### src/logic/cpu_pkg.sv
package cpu_pkg;

    // Data, instruction and address words
    typedef logic [31:0] word_t;
    typedef logic [31:0] inst_t;
    typedef logic [31:0] addr_t;
    typedef logic [4:0]  reg_addr_t;
    typedef logic [4:0]  shamt_t;

    typedef enum logic [3:0] {
        ALU_ADD,
        ALU_SUB,
        ALU_AND,
        ALU_OR,
        ALU_XOR,
        ALU_NOR,
        ALU_SLT,
        ALU_SLL,
        ALU_SRL,
        ALU_SRA,
        ALU_LUI
    } alu_op_e;

    typedef enum logic [1:0] {
        MEM_NONE,
        MEM_LOAD,
        MEM_STORE
    } mem_op_e;

    // Major opcodes, bits 31:26
    localparam logic [5:0] OPCODE_SPECIAL = 6'b000000;
    localparam logic [5:0] OPCODE_ADDIU   = 6'b001001;
    localparam logic [5:0] OPCODE_ANDI    = 6'b001100;
    localparam logic [5:0] OPCODE_ORI     = 6'b001101;
    localparam logic [5:0] OPCODE_XORI    = 6'b001110;
    localparam logic [5:0] OPCODE_LUI     = 6'b001111;
    localparam logic [5:0] OPCODE_LW      = 6'b100011;
    localparam logic [5:0] OPCODE_SW      = 6'b101011;

    // SPECIAL function codes, bits 5:0
    localparam logic [5:0] FUNCT_SLL  = 6'b000000;
    localparam logic [5:0] FUNCT_SRL  = 6'b000010;
    localparam logic [5:0] FUNCT_SRA  = 6'b000011;
    localparam logic [5:0] FUNCT_ADDU = 6'b100001;
    localparam logic [5:0] FUNCT_SUBU = 6'b100011;
    localparam logic [5:0] FUNCT_AND  = 6'b100100;
    localparam logic [5:0] FUNCT_OR   = 6'b100101;
    localparam logic [5:0] FUNCT_XOR  = 6'b100110;
    localparam logic [5:0] FUNCT_NOR  = 6'b100111;
    localparam logic [5:0] FUNCT_SLT  = 6'b101010;

    localparam int    REG_COUNT  = 32;
    localparam addr_t RESET_PC   = 32'h0000_0000;
    localparam addr_t INST_BYTES = 32'd4;

endpackage

### src/logic/fetch_stage.sv
`timescale 1ns/100ps

module fetch_stage (
    input  logic           clk,
    input  logic           rst_n_i,
    input  logic           stall_i,
    input  cpu_pkg::inst_t rom_data_i,
    output cpu_pkg::addr_t rom_addr_o,
    output logic           rom_ce_o,
    output cpu_pkg::addr_t if_pc_o,
    output cpu_pkg::inst_t if_inst_o
);

    cpu_pkg::addr_t pc;
    cpu_pkg::addr_t pc_next;

    assign pc_next    = pc + cpu_pkg::INST_BYTES;
    assign rom_addr_o = pc;

    // Program counter, ROM enabled from the first cycle after reset
    always_ff @(posedge clk or negedge rst_n_i) begin
        if (!rst_n_i) begin
            rom_ce_o <= 1'b0;
            pc       <= cpu_pkg::RESET_PC;
        end else begin
            rom_ce_o <= 1'b1;
            if (rom_ce_o && !stall_i) begin
                pc <= pc_next;
            end
        end
    end

    // IF/ID register, held during a load-use stall
    always_ff @(posedge clk or negedge rst_n_i) begin
        if (!rst_n_i) begin
            if_pc_o   <= cpu_pkg::RESET_PC;
            if_inst_o <= '0;
        end else if (!stall_i) begin
            if_pc_o   <= pc;
            // Disabled ROM gives an all-zero word, i.e. a nop
            if_inst_o <= rom_ce_o ? rom_data_i : '0;
        end
    end

endmodule

### src/logic/reg_file.sv
`timescale 1ns/100ps

module reg_file (
    input  logic               clk,
    input  logic               rst_n_i,
    input  cpu_pkg::reg_addr_t read_addr_a_i,
    input  cpu_pkg::reg_addr_t read_addr_b_i,
    output cpu_pkg::word_t     read_data_a_o,
    output cpu_pkg::word_t     read_data_b_o,
    input  logic               write_en_i,
    input  cpu_pkg::reg_addr_t write_addr_i,
    input  cpu_pkg::word_t     write_data_i
);

    cpu_pkg::word_t regs [cpu_pkg::REG_COUNT];
    logic           write_valid;

    // r0 is hardwired, writes to it are dropped
    assign write_valid = write_en_i && (write_addr_i != '0);

    always_ff @(posedge clk or negedge rst_n_i) begin
        if (!rst_n_i) begin
            for (int i = 0; i < cpu_pkg::REG_COUNT; i++) begin
                regs[i] <= '0;
            end
        end else if (write_valid) begin
            regs[write_addr_i] <= write_data_i;
        end
    end

    // Write-through so writeback needs no separate forwarding path
    always_comb begin
        if (read_addr_a_i == '0) begin
            read_data_a_o = '0;
        end else if (write_valid && (write_addr_i == read_addr_a_i)) begin
            read_data_a_o = write_data_i;
        end else begin
            read_data_a_o = regs[read_addr_a_i];
        end
        if (read_addr_b_i == '0) begin
            read_data_b_o = '0;
        end else if (write_valid && (write_addr_i == read_addr_b_i)) begin
            read_data_b_o = write_data_i;
        end else begin
            read_data_b_o = regs[read_addr_b_i];
        end
    end

endmodule

### src/logic/decode_stage.sv
`timescale 1ns/100ps

module decode_stage (
    input  logic               clk,
    input  logic               rst_n_i,
    input  cpu_pkg::inst_t     if_inst_i,
    input  cpu_pkg::mem_op_e   ex_mem_op_i,
    input  logic               ex_write_en_i,
    input  cpu_pkg::reg_addr_t ex_write_addr_i,
    input  cpu_pkg::word_t     ex_result_i,
    input  logic               mem_write_en_i,
    input  cpu_pkg::reg_addr_t mem_write_addr_i,
    input  cpu_pkg::word_t     mem_write_data_i,
    input  logic               wb_write_en_i,
    input  cpu_pkg::reg_addr_t wb_write_addr_i,
    input  cpu_pkg::word_t     wb_write_data_i,
    output logic               stall_o,
    output cpu_pkg::alu_op_e   ex_alu_op_o,
    output cpu_pkg::word_t     ex_operand_a_o,
    output cpu_pkg::word_t     ex_operand_b_o,
    output cpu_pkg::word_t     ex_store_data_o,
    output cpu_pkg::mem_op_e   ex_mem_op_o,
    output logic               ex_write_en_o,
    output cpu_pkg::reg_addr_t ex_write_addr_o
);

    logic [5:0]         opcode;
    logic [5:0]         funct;
    cpu_pkg::reg_addr_t rs;
    cpu_pkg::reg_addr_t rt;
    cpu_pkg::reg_addr_t rd;
    cpu_pkg::shamt_t    shamt;
    cpu_pkg::word_t     imm_sext;
    cpu_pkg::word_t     imm_zext;
    cpu_pkg::word_t     rf_data_a;
    cpu_pkg::word_t     rf_data_b;
    cpu_pkg::word_t     rs_value;
    cpu_pkg::word_t     rt_value;
    cpu_pkg::alu_op_e   alu_op;
    cpu_pkg::word_t     operand_a;
    cpu_pkg::word_t     operand_b;
    cpu_pkg::mem_op_e   mem_op;
    logic               write_en;
    cpu_pkg::reg_addr_t write_addr;
    logic               uses_rs;
    logic               uses_rt;

    assign opcode   = if_inst_i[31:26];
    assign rs       = if_inst_i[25:21];
    assign rt       = if_inst_i[20:16];
    assign rd       = if_inst_i[15:11];
    assign shamt    = if_inst_i[10:6];
    assign funct    = if_inst_i[5:0];
    assign imm_sext = {{16{if_inst_i[15]}}, if_inst_i[15:0]};
    assign imm_zext = {16'h0000, if_inst_i[15:0]};

    reg_file reg_file_i (
        .clk          (clk),
        .rst_n_i      (rst_n_i),
        .read_addr_a_i(rs),
        .read_addr_b_i(rt),
        .read_data_a_o(rf_data_a),
        .read_data_b_o(rf_data_b),
        .write_en_i   (wb_write_en_i),
        .write_addr_i (wb_write_addr_i),
        .write_data_i (wb_write_data_i)
    );

    // Youngest producer wins: execute, then memory, then register file
    function automatic cpu_pkg::word_t forward(cpu_pkg::reg_addr_t addr,
                                               cpu_pkg::word_t rf_data);
        if (addr == '0) begin
            return '0;
        end else if (ex_write_en_i && (ex_write_addr_i == addr)) begin
            return ex_result_i;
        end else if (mem_write_en_i && (mem_write_addr_i == addr)) begin
            return mem_write_data_i;
        end
        return rf_data;
    endfunction

    always_comb begin
        rs_value   = forward(rs, rf_data_a);
        rt_value   = forward(rt, rf_data_b);
        alu_op     = cpu_pkg::ALU_ADD;
        operand_a  = rs_value;
        operand_b  = imm_sext;
        mem_op     = cpu_pkg::MEM_NONE;
        write_en   = 1'b1;
        write_addr = rt;
        uses_rs    = 1'b1;
        uses_rt    = 1'b0;
        case (opcode)
            cpu_pkg::OPCODE_SPECIAL: begin
                operand_b  = rt_value;
                write_addr = rd;
                uses_rt    = 1'b1;
                case (funct)
                    cpu_pkg::FUNCT_ADDU: alu_op = cpu_pkg::ALU_ADD;
                    cpu_pkg::FUNCT_SUBU: alu_op = cpu_pkg::ALU_SUB;
                    cpu_pkg::FUNCT_AND:  alu_op = cpu_pkg::ALU_AND;
                    cpu_pkg::FUNCT_OR:   alu_op = cpu_pkg::ALU_OR;
                    cpu_pkg::FUNCT_XOR:  alu_op = cpu_pkg::ALU_XOR;
                    cpu_pkg::FUNCT_NOR:  alu_op = cpu_pkg::ALU_NOR;
                    cpu_pkg::FUNCT_SLT:  alu_op = cpu_pkg::ALU_SLT;
                    cpu_pkg::FUNCT_SLL,
                    cpu_pkg::FUNCT_SRL,
                    cpu_pkg::FUNCT_SRA: begin
                        // Shift amount rides on operand A
                        operand_a = {27'd0, shamt};
                        uses_rs   = 1'b0;
                        if (funct == cpu_pkg::FUNCT_SLL) begin
                            alu_op = cpu_pkg::ALU_SLL;
                        end else if (funct == cpu_pkg::FUNCT_SRL) begin
                            alu_op = cpu_pkg::ALU_SRL;
                        end else begin
                            alu_op = cpu_pkg::ALU_SRA;
                        end
                    end
                    default: write_en = 1'b0;
                endcase
            end
            cpu_pkg::OPCODE_ADDIU: alu_op = cpu_pkg::ALU_ADD;
            cpu_pkg::OPCODE_ANDI: begin
                alu_op    = cpu_pkg::ALU_AND;
                operand_b = imm_zext;
            end
            cpu_pkg::OPCODE_ORI: begin
                alu_op    = cpu_pkg::ALU_OR;
                operand_b = imm_zext;
            end
            cpu_pkg::OPCODE_XORI: begin
                alu_op    = cpu_pkg::ALU_XOR;
                operand_b = imm_zext;
            end
            cpu_pkg::OPCODE_LUI: begin
                alu_op    = cpu_pkg::ALU_LUI;
                operand_b = imm_zext;
                uses_rs   = 1'b0;
            end
            cpu_pkg::OPCODE_LW: mem_op = cpu_pkg::MEM_LOAD;
            cpu_pkg::OPCODE_SW: begin
                mem_op   = cpu_pkg::MEM_STORE;
                write_en = 1'b0;
                uses_rt  = 1'b1;
            end
            default: begin
                write_en = 1'b0;
                uses_rs  = 1'b0;
            end
        endcase
    end

    // Load still in execute, its data is not there until memory
    assign stall_o = (ex_mem_op_i == cpu_pkg::MEM_LOAD) && ex_write_en_i
                     && (ex_write_addr_i != '0)
                     && ((uses_rs && (ex_write_addr_i == rs))
                         || (uses_rt && (ex_write_addr_i == rt)));

    // ID/EX control, a stall inserts a bubble
    always_ff @(posedge clk or negedge rst_n_i) begin
        if (!rst_n_i) begin
            ex_mem_op_o   <= cpu_pkg::MEM_NONE;
            ex_write_en_o <= 1'b0;
        end else if (stall_o) begin
            ex_mem_op_o   <= cpu_pkg::MEM_NONE;
            ex_write_en_o <= 1'b0;
        end else begin
            ex_mem_op_o   <= mem_op;
            ex_write_en_o <= write_en;
        end
    end

    always_ff @(posedge clk) begin
        ex_alu_op_o     <= alu_op;
        ex_operand_a_o  <= operand_a;
        ex_operand_b_o  <= operand_b;
        ex_store_data_o <= rt_value;
        ex_write_addr_o <= write_addr;
    end

endmodule

### src/logic/execute_stage.sv
`timescale 1ns/100ps

module execute_stage (
    input  logic               clk,
    input  logic               rst_n_i,
    input  cpu_pkg::alu_op_e   ex_alu_op_i,
    input  cpu_pkg::word_t     ex_operand_a_i,
    input  cpu_pkg::word_t     ex_operand_b_i,
    input  cpu_pkg::word_t     ex_store_data_i,
    input  cpu_pkg::mem_op_e   ex_mem_op_i,
    input  logic               ex_write_en_i,
    input  cpu_pkg::reg_addr_t ex_write_addr_i,
    output cpu_pkg::word_t     ex_result_o,
    output cpu_pkg::word_t     mem_addr_o,
    output cpu_pkg::word_t     mem_store_data_o,
    output cpu_pkg::mem_op_e   mem_op_o,
    output logic               mem_write_en_o,
    output cpu_pkg::reg_addr_t mem_write_addr_o
);

    cpu_pkg::shamt_t shift_amount;

    assign shift_amount = ex_operand_a_i[4:0];

    // Loads and stores use ALU_ADD, so the result is the address
    always_comb begin
        case (ex_alu_op_i)
            cpu_pkg::ALU_ADD: ex_result_o = ex_operand_a_i + ex_operand_b_i;
            cpu_pkg::ALU_SUB: ex_result_o = ex_operand_a_i - ex_operand_b_i;
            cpu_pkg::ALU_AND: ex_result_o = ex_operand_a_i & ex_operand_b_i;
            cpu_pkg::ALU_OR:  ex_result_o = ex_operand_a_i | ex_operand_b_i;
            cpu_pkg::ALU_XOR: ex_result_o = ex_operand_a_i ^ ex_operand_b_i;
            cpu_pkg::ALU_NOR: ex_result_o = ~(ex_operand_a_i | ex_operand_b_i);
            cpu_pkg::ALU_SLT: begin
                ex_result_o = {31'd0, $signed(ex_operand_a_i) < $signed(ex_operand_b_i)};
            end
            cpu_pkg::ALU_SLL: ex_result_o = ex_operand_b_i << shift_amount;
            cpu_pkg::ALU_SRL: ex_result_o = ex_operand_b_i >> shift_amount;
            cpu_pkg::ALU_SRA: ex_result_o = $signed(ex_operand_b_i) >>> shift_amount;
            cpu_pkg::ALU_LUI: ex_result_o = {ex_operand_b_i[15:0], 16'h0000};
            default:          ex_result_o = '0;
        endcase
    end

    // EX/MEM register
    always_ff @(posedge clk or negedge rst_n_i) begin
        if (!rst_n_i) begin
            mem_op_o       <= cpu_pkg::MEM_NONE;
            mem_write_en_o <= 1'b0;
        end else begin
            mem_op_o       <= ex_mem_op_i;
            mem_write_en_o <= ex_write_en_i;
        end
    end

    always_ff @(posedge clk) begin
        mem_addr_o       <= ex_result_o;
        mem_store_data_o <= ex_store_data_i;
        mem_write_addr_o <= ex_write_addr_i;
    end

endmodule

### src/logic/memory_stage.sv
`timescale 1ns/100ps

module memory_stage (
    input  logic               clk,
    input  logic               rst_n_i,
    input  cpu_pkg::word_t     mem_addr_i,
    input  cpu_pkg::word_t     mem_store_data_i,
    input  cpu_pkg::mem_op_e   mem_op_i,
    input  logic               mem_write_en_i,
    input  cpu_pkg::reg_addr_t mem_write_addr_i,
    input  cpu_pkg::word_t     ram_read_data_i,
    output cpu_pkg::addr_t     ram_addr_o,
    output cpu_pkg::word_t     ram_write_data_o,
    output logic               ram_write_en_o,
    output logic               ram_ce_o,
    output cpu_pkg::word_t     mem_write_data_o,
    output logic               wb_write_en_o,
    output cpu_pkg::reg_addr_t wb_write_addr_o,
    output cpu_pkg::word_t     wb_write_data_o
);

    logic is_load;

    assign is_load = (mem_op_i == cpu_pkg::MEM_LOAD);

    // RAM answers in the same cycle
    assign ram_ce_o         = (mem_op_i != cpu_pkg::MEM_NONE);
    assign ram_write_en_o   = (mem_op_i == cpu_pkg::MEM_STORE);
    assign ram_addr_o       = mem_addr_i;
    assign ram_write_data_o = mem_store_data_i;

    // Load data replaces the address, also fed to decode for forwarding
    assign mem_write_data_o = is_load ? ram_read_data_i : mem_addr_i;

    // MEM/WB register
    always_ff @(posedge clk or negedge rst_n_i) begin
        if (!rst_n_i) begin
            wb_write_en_o <= 1'b0;
        end else begin
            wb_write_en_o <= mem_write_en_i;
        end
    end

    always_ff @(posedge clk) begin
        wb_write_addr_o <= mem_write_addr_i;
        wb_write_data_o <= mem_write_data_o;
    end

endmodule

### src/logic/core.sv
`timescale 1ns/100ps

module core (
    input  logic           clk,
    input  logic           rst_n_i,

    input  cpu_pkg::inst_t rom_data_i,
    output cpu_pkg::addr_t rom_addr_o,
    output logic           rom_ce_o,

    input  cpu_pkg::word_t ram_read_data_i,
    output cpu_pkg::addr_t ram_addr_o,
    output cpu_pkg::word_t ram_write_data_o,
    output logic           ram_write_en_o,
    output logic           ram_ce_o
);

    // IF/ID
    cpu_pkg::inst_t     if_inst;
    logic               stall;

    // ID/EX
    cpu_pkg::alu_op_e   ex_alu_op;
    cpu_pkg::word_t     ex_operand_a;
    cpu_pkg::word_t     ex_operand_b;
    cpu_pkg::word_t     ex_store_data;
    cpu_pkg::mem_op_e   ex_mem_op;
    logic               ex_write_en;
    cpu_pkg::reg_addr_t ex_write_addr;
    cpu_pkg::word_t     ex_result;

    // EX/MEM
    cpu_pkg::word_t     mem_addr;
    cpu_pkg::word_t     mem_store_data;
    cpu_pkg::mem_op_e   mem_op;
    logic               mem_write_en;
    cpu_pkg::reg_addr_t mem_write_addr;
    cpu_pkg::word_t     mem_write_data;

    // MEM/WB
    logic               wb_write_en;
    cpu_pkg::reg_addr_t wb_write_addr;
    cpu_pkg::word_t     wb_write_data;

    fetch_stage fetch_stage_i (
        .clk       (clk),
        .rst_n_i   (rst_n_i),
        .stall_i   (stall),
        .rom_data_i(rom_data_i),
        .rom_addr_o(rom_addr_o),
        .rom_ce_o  (rom_ce_o),
        .if_pc_o   (),
        .if_inst_o (if_inst)
    );

    // ID/EX write fields loop back for forwarding and the load-use check
    decode_stage decode_stage_i (
        .clk             (clk),
        .rst_n_i         (rst_n_i),
        .if_inst_i       (if_inst),
        .ex_mem_op_i     (ex_mem_op),
        .ex_write_en_i   (ex_write_en),
        .ex_write_addr_i (ex_write_addr),
        .ex_result_i     (ex_result),
        .mem_write_en_i  (mem_write_en),
        .mem_write_addr_i(mem_write_addr),
        .mem_write_data_i(mem_write_data),
        .wb_write_en_i   (wb_write_en),
        .wb_write_addr_i (wb_write_addr),
        .wb_write_data_i (wb_write_data),
        .stall_o         (stall),
        .ex_alu_op_o     (ex_alu_op),
        .ex_operand_a_o  (ex_operand_a),
        .ex_operand_b_o  (ex_operand_b),
        .ex_store_data_o (ex_store_data),
        .ex_mem_op_o     (ex_mem_op),
        .ex_write_en_o   (ex_write_en),
        .ex_write_addr_o (ex_write_addr)
    );

    execute_stage execute_stage_i (
        .clk             (clk),
        .rst_n_i         (rst_n_i),
        .ex_alu_op_i     (ex_alu_op),
        .ex_operand_a_i  (ex_operand_a),
        .ex_operand_b_i  (ex_operand_b),
        .ex_store_data_i (ex_store_data),
        .ex_mem_op_i     (ex_mem_op),
        .ex_write_en_i   (ex_write_en),
        .ex_write_addr_i (ex_write_addr),
        .ex_result_o     (ex_result),
        .mem_addr_o      (mem_addr),
        .mem_store_data_o(mem_store_data),
        .mem_op_o        (mem_op),
        .mem_write_en_o  (mem_write_en),
        .mem_write_addr_o(mem_write_addr)
    );

    memory_stage memory_stage_i (
        .clk             (clk),
        .rst_n_i         (rst_n_i),
        .mem_addr_i      (mem_addr),
        .mem_store_data_i(mem_store_data),
        .mem_op_i        (mem_op),
        .mem_write_en_i  (mem_write_en),
        .mem_write_addr_i(mem_write_addr),
        .ram_read_data_i (ram_read_data_i),
        .ram_addr_o      (ram_addr_o),
        .ram_write_data_o(ram_write_data_o),
        .ram_write_en_o  (ram_write_en_o),
        .ram_ce_o        (ram_ce_o),
        .mem_write_data_o(mem_write_data),
        .wb_write_en_o   (wb_write_en),
        .wb_write_addr_o (wb_write_addr),
        .wb_write_data_o (wb_write_data)
    );

endmodule

### config.mk
export PLATFORM = sky130hd
export DESIGN_NAME = core
export DESIGN_NICKNAME = d
export VERILOG_FILES = /design/src/logic/cpu_pkg.sv /design/src/logic/fetch_stage.sv /design/src/logic/reg_file.sv /design/src/logic/decode_stage.sv /design/src/logic/execute_stage.sv /design/src/logic/memory_stage.sv /design/src/logic/core.sv
export SDC_FILE = /design/constraint.sdc
export NUM_CORES = 2
export LEC_CHECK = 0
export BUFFER_PORTS_ARGS = -buffer_cell sky130_fd_sc_hd__buf_2
export CAP_MARGIN = 20
export CORE_MARGIN = 2
export CORE_UTILIZATION = 35
export DETAILED_ROUTE_END_ITERATION = 10
export PLACE_DENSITY = 0.6
export RECOVER_POWER = 100
export SYNTH_ARGS = -nofsm -noshare
export SYNTH_HDL_FRONTEND = slang
export SYNTH_SLANG_ARGS = --single-unit
### constraint.sdc
create_clock -name clk -period 8.25 [get_ports clk]
set_input_delay 1.65 -clock clk [delete_from_list [all_inputs] [get_ports clk]]
set_output_delay 1.65 -clock clk [all_outputs]
set_load 0.01 [all_outputs]
# Word-level counts from Yosys, hierarchy flattened
# Cells that the tools add are included.
# totals
ff_bits	1307
output_inout_bits	99
wordCells	179
# classes
addsub	3
n_lt_le_gt_ge	5
n_eq_ne	35
shifts	3
n_mux	46
bitwise_logic	7
reduce_logical	30
# op_table
op	n
1024-bit bitwise mux	1
32-bit 2-to-1 mux	21
32-bit case mux with 11 select lines	1
32-bit binary-select mux with 5-bit select	2
32-bit demux with 5-bit select	1
32-bit case mux with 2 select lines	1
6-bit equality test (second input constant)	9
32-bit by 3-bit adder with 32-bit output (second input constant)	1
32-bit adder	1
32-bit bitwise AND	1
32-bit < comparator	1
32-bit inverter	1
32-bit OR	1
32-bit by 5-bit << shifter with 32-bit output	1
32-bit by 5-bit right shift with 32-bit output	1
32-bit by 5-bit >>> shifter with 32-bit output	1
32-bit subtractor	1
32-bit XOR	1
5-bit equality test	6
6-bit by 4-bit equality test with 1-bit output (second input constant)	5
4-bit case mux with 7 select lines	1
4-bit case mux with 5 select lines	1
6-bit greater-or-equal comparator (second input constant)	3
5-bit inverter with 6-bit output	3
27 further kinds	63

# Longest topological paths before layout
# logic_depth
word_depth	9
depth_mapped	18
ltp_nobuf	14

# By module
# From an unflattened synthesis, not the netlist that was laid out.
# unflattened
hier_cells	6253
area_unflattened_um2	75877.8
# by_module_without_submodules
mod	n_inst	cells_per_inst	area_each_um2
reg_file	1	3800	54977.7
execute_stage	1	1427	10272.4
decode_stage	1	558	5018.6
fetch_stage	1	327	3792.4
memory_stage	1	141	1816.7

# Worst setup path before layout
# OpenSTA, ideal clock, no wires.
# synth_path
path_type	register to register
start	register decode_stage_i.ex_operand_a_o[2]
end	register decode_stage_i.ex_operand_b_o[24]
t_arrival_ps	3888
t_required_ps	8115
setup_slack_ps	4227
path_stages_with_launch	18
path_buffers	5
cell_sequence	dfxtp_1 > buf_2 > inv_1 > buf_2 > buf_2 > buf_1 > ha_1 > buf_2 > a211oi_1 > o21ai_0 > o211ai_1 > nand2_1 > a41oi_1 > o31ai_1 > a221o_1 > a211o_1 > o21ai_1 > o21ai_0
# synth_between
elab_chain_cells	6
word_cells_on_any_way	10
# synth_rtl
element	line	text
start, declared	decode_stage.sv:19	output cpu_pkg::word_t ex_operand_a_o,
start signal, assigned	decode_stage.sv:176	ex_operand_a_o <= operand_a;
32-bit subtractor, or another cell as far along	execute_stage.sv:29	cpu_pkg::ALU_SUB: ex_result_o = ex_operand_a_i - ex_operand_b_i;
32-bit case mux with 11 select lines (*)	execute_stage.sv:27	case (ex_alu_op_i)
via decode_stage_i.ex_result_i[24]	decode_stage.sv:10	input cpu_pkg::word_t ex_result_i,
32-bit 2-to-1 mux (*)	decode_stage.sv:74	end else if (ex_write_en_i && (ex_write_addr_i == addr)) begin
32-bit 2-to-1 mux (*)	decode_stage.sv:72	if (addr == '0) begin
32-bit 2-to-1 mux (*)	decode_stage.sv:79	return rf_data;
32-bit case mux with 2 select lines (*)	decode_stage.sv:93	case (opcode)
via decode_stage_i.operand_b[24]	decode_stage.sv:41	cpu_pkg::word_t operand_b;
end signal, assigned	decode_stage.sv:177	ex_operand_b_o <= operand_b;
end, declared	decode_stage.sv:20	output cpu_pkg::word_t ex_operand_b_o,
# The timed path passes the listed nets; every way through them passes the cells marked *.
# A chain may end at the register's enable or synchronous reset.

# Final worst setup path
# layout_path
start	register fetch_stage_i.if_inst_o[18]
end	register decode_stage_i.ex_operand_b_o[23]
# layout_between
elab_chain_cells	8
word_cells_on_any_way	20
# layout_rtl
element	line	text
start, declared	fetch_stage.sv:11	output cpu_pkg::inst_t if_inst_o
start signal, assigned	fetch_stage.sv:41	if_inst_o <= rom_ce_o ? rom_data_i : '0;
5-bit inverter with 6-bit output (not written as such)	reg_file.sv:45	read_data_b_o = regs[read_addr_b_i];
32-bit binary-select mux with 5-bit select	reg_file.sv:45	
32-bit 2-to-1 mux (not written as such) (2 in series)	reg_file.sv:45	
32-bit 2-to-1 mux	reg_file.sv:42	end else if (write_valid && (write_addr_i == read_addr_b_i)) begin
32-bit 2-to-1 mux	reg_file.sv:40	if (read_addr_b_i == '0) begin
32-bit 2-to-1 mux (*)	decode_stage.sv:79	
32-bit case mux with 2 select lines (*)	decode_stage.sv:93	
via decode_stage_i.operand_b[23]	decode_stage.sv:41	
# The timed path passes the listed nets; every way through them passes the cells marked *. The select of a mux whose other input is x is not followed.

==> impl_metrics.yaml <==
run_status:
  status: "finished with violations"
  violations: "capacitance limit, slew limit"
timing:
  skew_ns: 0.0371
  rsz0062_at_grt: "false"
  hold_ws_ns: 0.326
  tns_ns: 0
  slew_viol_final: 1226
  fin_crit_sh: 0.814
  worst_pin_slew_ns: 4.65
  fin_crit_ns: 6.71
  max_freq_mhz: 149
  setup_violations: 0
  max_slew_margin: -2.10
  finalHoldViolations: 0
synthesis:
  async_reset_ff_frac: 0.838
  ys_types: 89
  yosys-top-cells-area: "dfrtp_1 (37%), mux4_2 (21%), mux2_2 (16%)"
  netlist_instances: 5758
  ys_seq_area_frac: 0.430
  synth_compound_area_frac: 0.0720
  synth_top_area_share: 0.372
  avgSynthCellArea_um2: 12.8
  muxShareOfSynthArea: 0.376
  synth_top_family_by_area: "multiplexers"
  synth-xor-area-share: 0.00798
  ys_warn_count: 0
  yosys.area_share.simple: 0.0585
  synthAdderAreaFrac: 0.0171
  synth_ff_type: "dfrtp_1"
  synth_seq_cells: 1305
  synth_enable_flop_cells: 0
  syn_area_um2: 73500
  yosys.area.top_type: "dfrtp_1"
grt:
  grt-ovfl-total: 0
  grt_pass1_vias: 52900
  track_usage: 0.239
  grt_pass1_wl_um: 380000
  grt_max_degree: 187
  antenna_found_initial: 21
routing:
  totalWireLength_um: 260000
  top_layer: "met5"
  wl_met3_um: 19600
  wl_per_cell_um: 30.3
  drt-initial-drc-count: 5668
  dr.pass1.iters: 6
  drt-met1-wl_um: 105000
  wl_met2_um: 121000
  vias_per_cell: 6.10
  drc: 0
  ant_nets: 0
  num_vias: 52300
placed_design:
  io_buffers: 162
  place_hpwl_um: 165000
  gp_congestion: 0.981
clock_tree:
  cts_tree: "built"
  cts_hold_buf: 0
  clk_pin_slew_ns: 0.06
  cts_made_buffers: 146
  post_cts_resize_count: 0
  cts_buffer_depth: 3
  clock_latency_ns: 0.82
  cts_root_buffer: "clkbuf_16"
  numClockSinks: 1305
  h-tree-depth: 4
  cts_setup_buffers: 0
worst_hold_path:
  hold_path_class: "reg -> reg"
pwr:
  peakVddDrop_mv: 0.232
  cellPowerDensity_nw_per_um2: 213
  p_leak_nw: 35.1
worst_setup_path:
  critical_path_class: "reg -> reg"
  cp.required_ns: 8.86
  crit_path_end_kind: "flop"
  path_cells: "clkbuf_1 > xor2_1 > nor4_1 > and3_2 > nor2_1 > and3_1 > o21ai_0 > nand3_1 > o31ai_1"
  crit_path_max_incr_delay_ns: 2.32
  slowest_stage: "clkbuf_1"
  startpoint_type: "flop"
  crit_fanout: 34
  crit_family: "buffers and inverters"
  crit_buf_inv: 1
  arrival_ns: 7.32
layout:
  multiInputGateArea_um2: 39300
  final_nets: 5819
  layout-drive-gt1-share: 0.373
  final-seq-area_um2: 31600
  final_core_util: 0.393
  nFillCells: 19700
  syn_to_final_growth_pct: 11.7
  final_cell_mix: "dfrtp_1 (1087), mux2_2 (1001), mux4_2 (674)"
  final_common_cell: "dfrtp_1"
floorplan:
  dieHeight_um: 462
  placement_rows: 168
  start_util: 0.351
  dieWidth_um: 462
  coreArea_um2: 209000
  die-area_um2: 214000
  ios: 165
job:
  cap_violations: 41
[per-stage QoR]
step / power [W] / area [um2] / setup WS [ns] / cells
after floorplan: 0.00942 / 73500 / 4.23 / 5759
after detailed placement: 0.0107 / 77100 / 3.22 / 8296
after global placement: 0.0107 / 77000 / 3.17 / 8293
final: 0.0175 / 82100 / 1.54 / 8582
after CTS: 0.0175 / 82000 / 3.14 / 8564
after global routing: 0.0181 / 82100 / 1.44 / 8580
[cell usage after synthesis (all sizes together) (7+ instances only)]
library cell	n
a22oi	22
a211oi	37
nor4	20
o21ai	227
nand3	94
clkbuf	391
dfrtp	1094
a21o	23
o22ai	25
xor2	18
nand2b	22
o21a	13
a221o	18
mux2	1030
o311ai	8
nor3b	8
nor2	287
nand2	351
buf	181
dfxtp	211
and2	16
nand4	22
a311oi	15
nor2b	20
nor3	46
a221oi	23
o32ai	18
and3	24
o31ai	17
or2	8
a211o	7
xnor2	49
inv	145
ha	97
o21bai	10
mux2i	86
a21oi	207
o2111ai	21
mux4	674
or3	11
a31oi	19
o221ai	8
o211ai	45
[cell families after synthesis]
logic type,count (synthesis)
compound gates,820
mux,1790
simple gates,957
other cells,2
flops,1305
xor+xnor,67
buf+inv,718
fa+ha+maj,99
[layout make-up]
cell class,count,area share
tap,2805,0.0428
timing repair buffer,319,0.0266
antenna,3,0.0000914
multi-input combinational,3736,0.478
inverter,146,0.00677
sequential,1305,0.385
clock buffer,222,0.0526
clock inverter,46,0.00756
[registers in the layout, indices dropped and copies added (netlist names), 2 cells and up]
| register | flops |
|---|---|
| decode_stage_i.ex_alu_op_o | 4 |
| decode_stage_i.reg_file_i.regs | 1024 |
| memory_stage_i.wb_write_addr_o | 5 |
| fetch_stage_i.rom_addr_o | 30 |
| decode_stage_i.ex_store_data_o | 32 |
| execute_stage_i.mem_addr_o | 32 |
| fetch_stage_i.if_inst_o | 32 |
| decode_stage_i.ex_write_addr_o | 5 |
| decode_stage_i.ex_mem_op_o | 2 |
| execute_stage_i.mem_op_o | 2 |
| decode_stage_i.ex_operand_b_o | 32 |
| execute_stage_i.mem_write_addr_o | 5 |
| execute_stage_i.mem_store_data_o | 32 |
| decode_stage_i.ex_operand_a_o | 32 |
| memory_stage_i.wb_write_data_o | 32 |
[layer usage]
layer / GRT usage / up-vias
met5: 0 / -
met4: 0.114 / 10
met3: 0.0457 / 606
met2: 0.375 / 2380
met1: 0.318 / 27800
li1: - / 21600
[worst paths after layout]
kind | from | end | slack, ns | cells past startpoint
setup / recovery | fetch_stage_i.if_inst_o[18] | decode_stage_i.ex_operand_b_o[23] | 1.54 | 9
hold / removal | decode_stage_i.ex_store_data_o[14] | execute_stage_i.mem_store_data_o[14] | 0.33 | 0
setup reg to reg | fetch_stage_i.if_inst_o[18] | decode_stage_i.ex_operand_b_o[23] | 1.54 | 9
hold reg to reg | decode_stage_i.ex_store_data_o[14] | execute_stage_i.mem_store_data_o[14] | 0.33 | 0
max in group asynchronous | rst_n_i | decode_stage_i.reg_file_i.regs[793] | 2.67 | 2
min in group asynchronous | rst_n_i | decode_stage_i.reg_file_i.regs[658] | 2.50 | 1
[report_power, final]
part | internal (W) | switching, W
clock network | 0.00391 | 0.00286
registers | 0.00688 | 0.000506
logic | 0.00138 | 0.00198
total | 0.0122 | 0.00535
No activity file was read; power rests on OpenSTA's default activity.
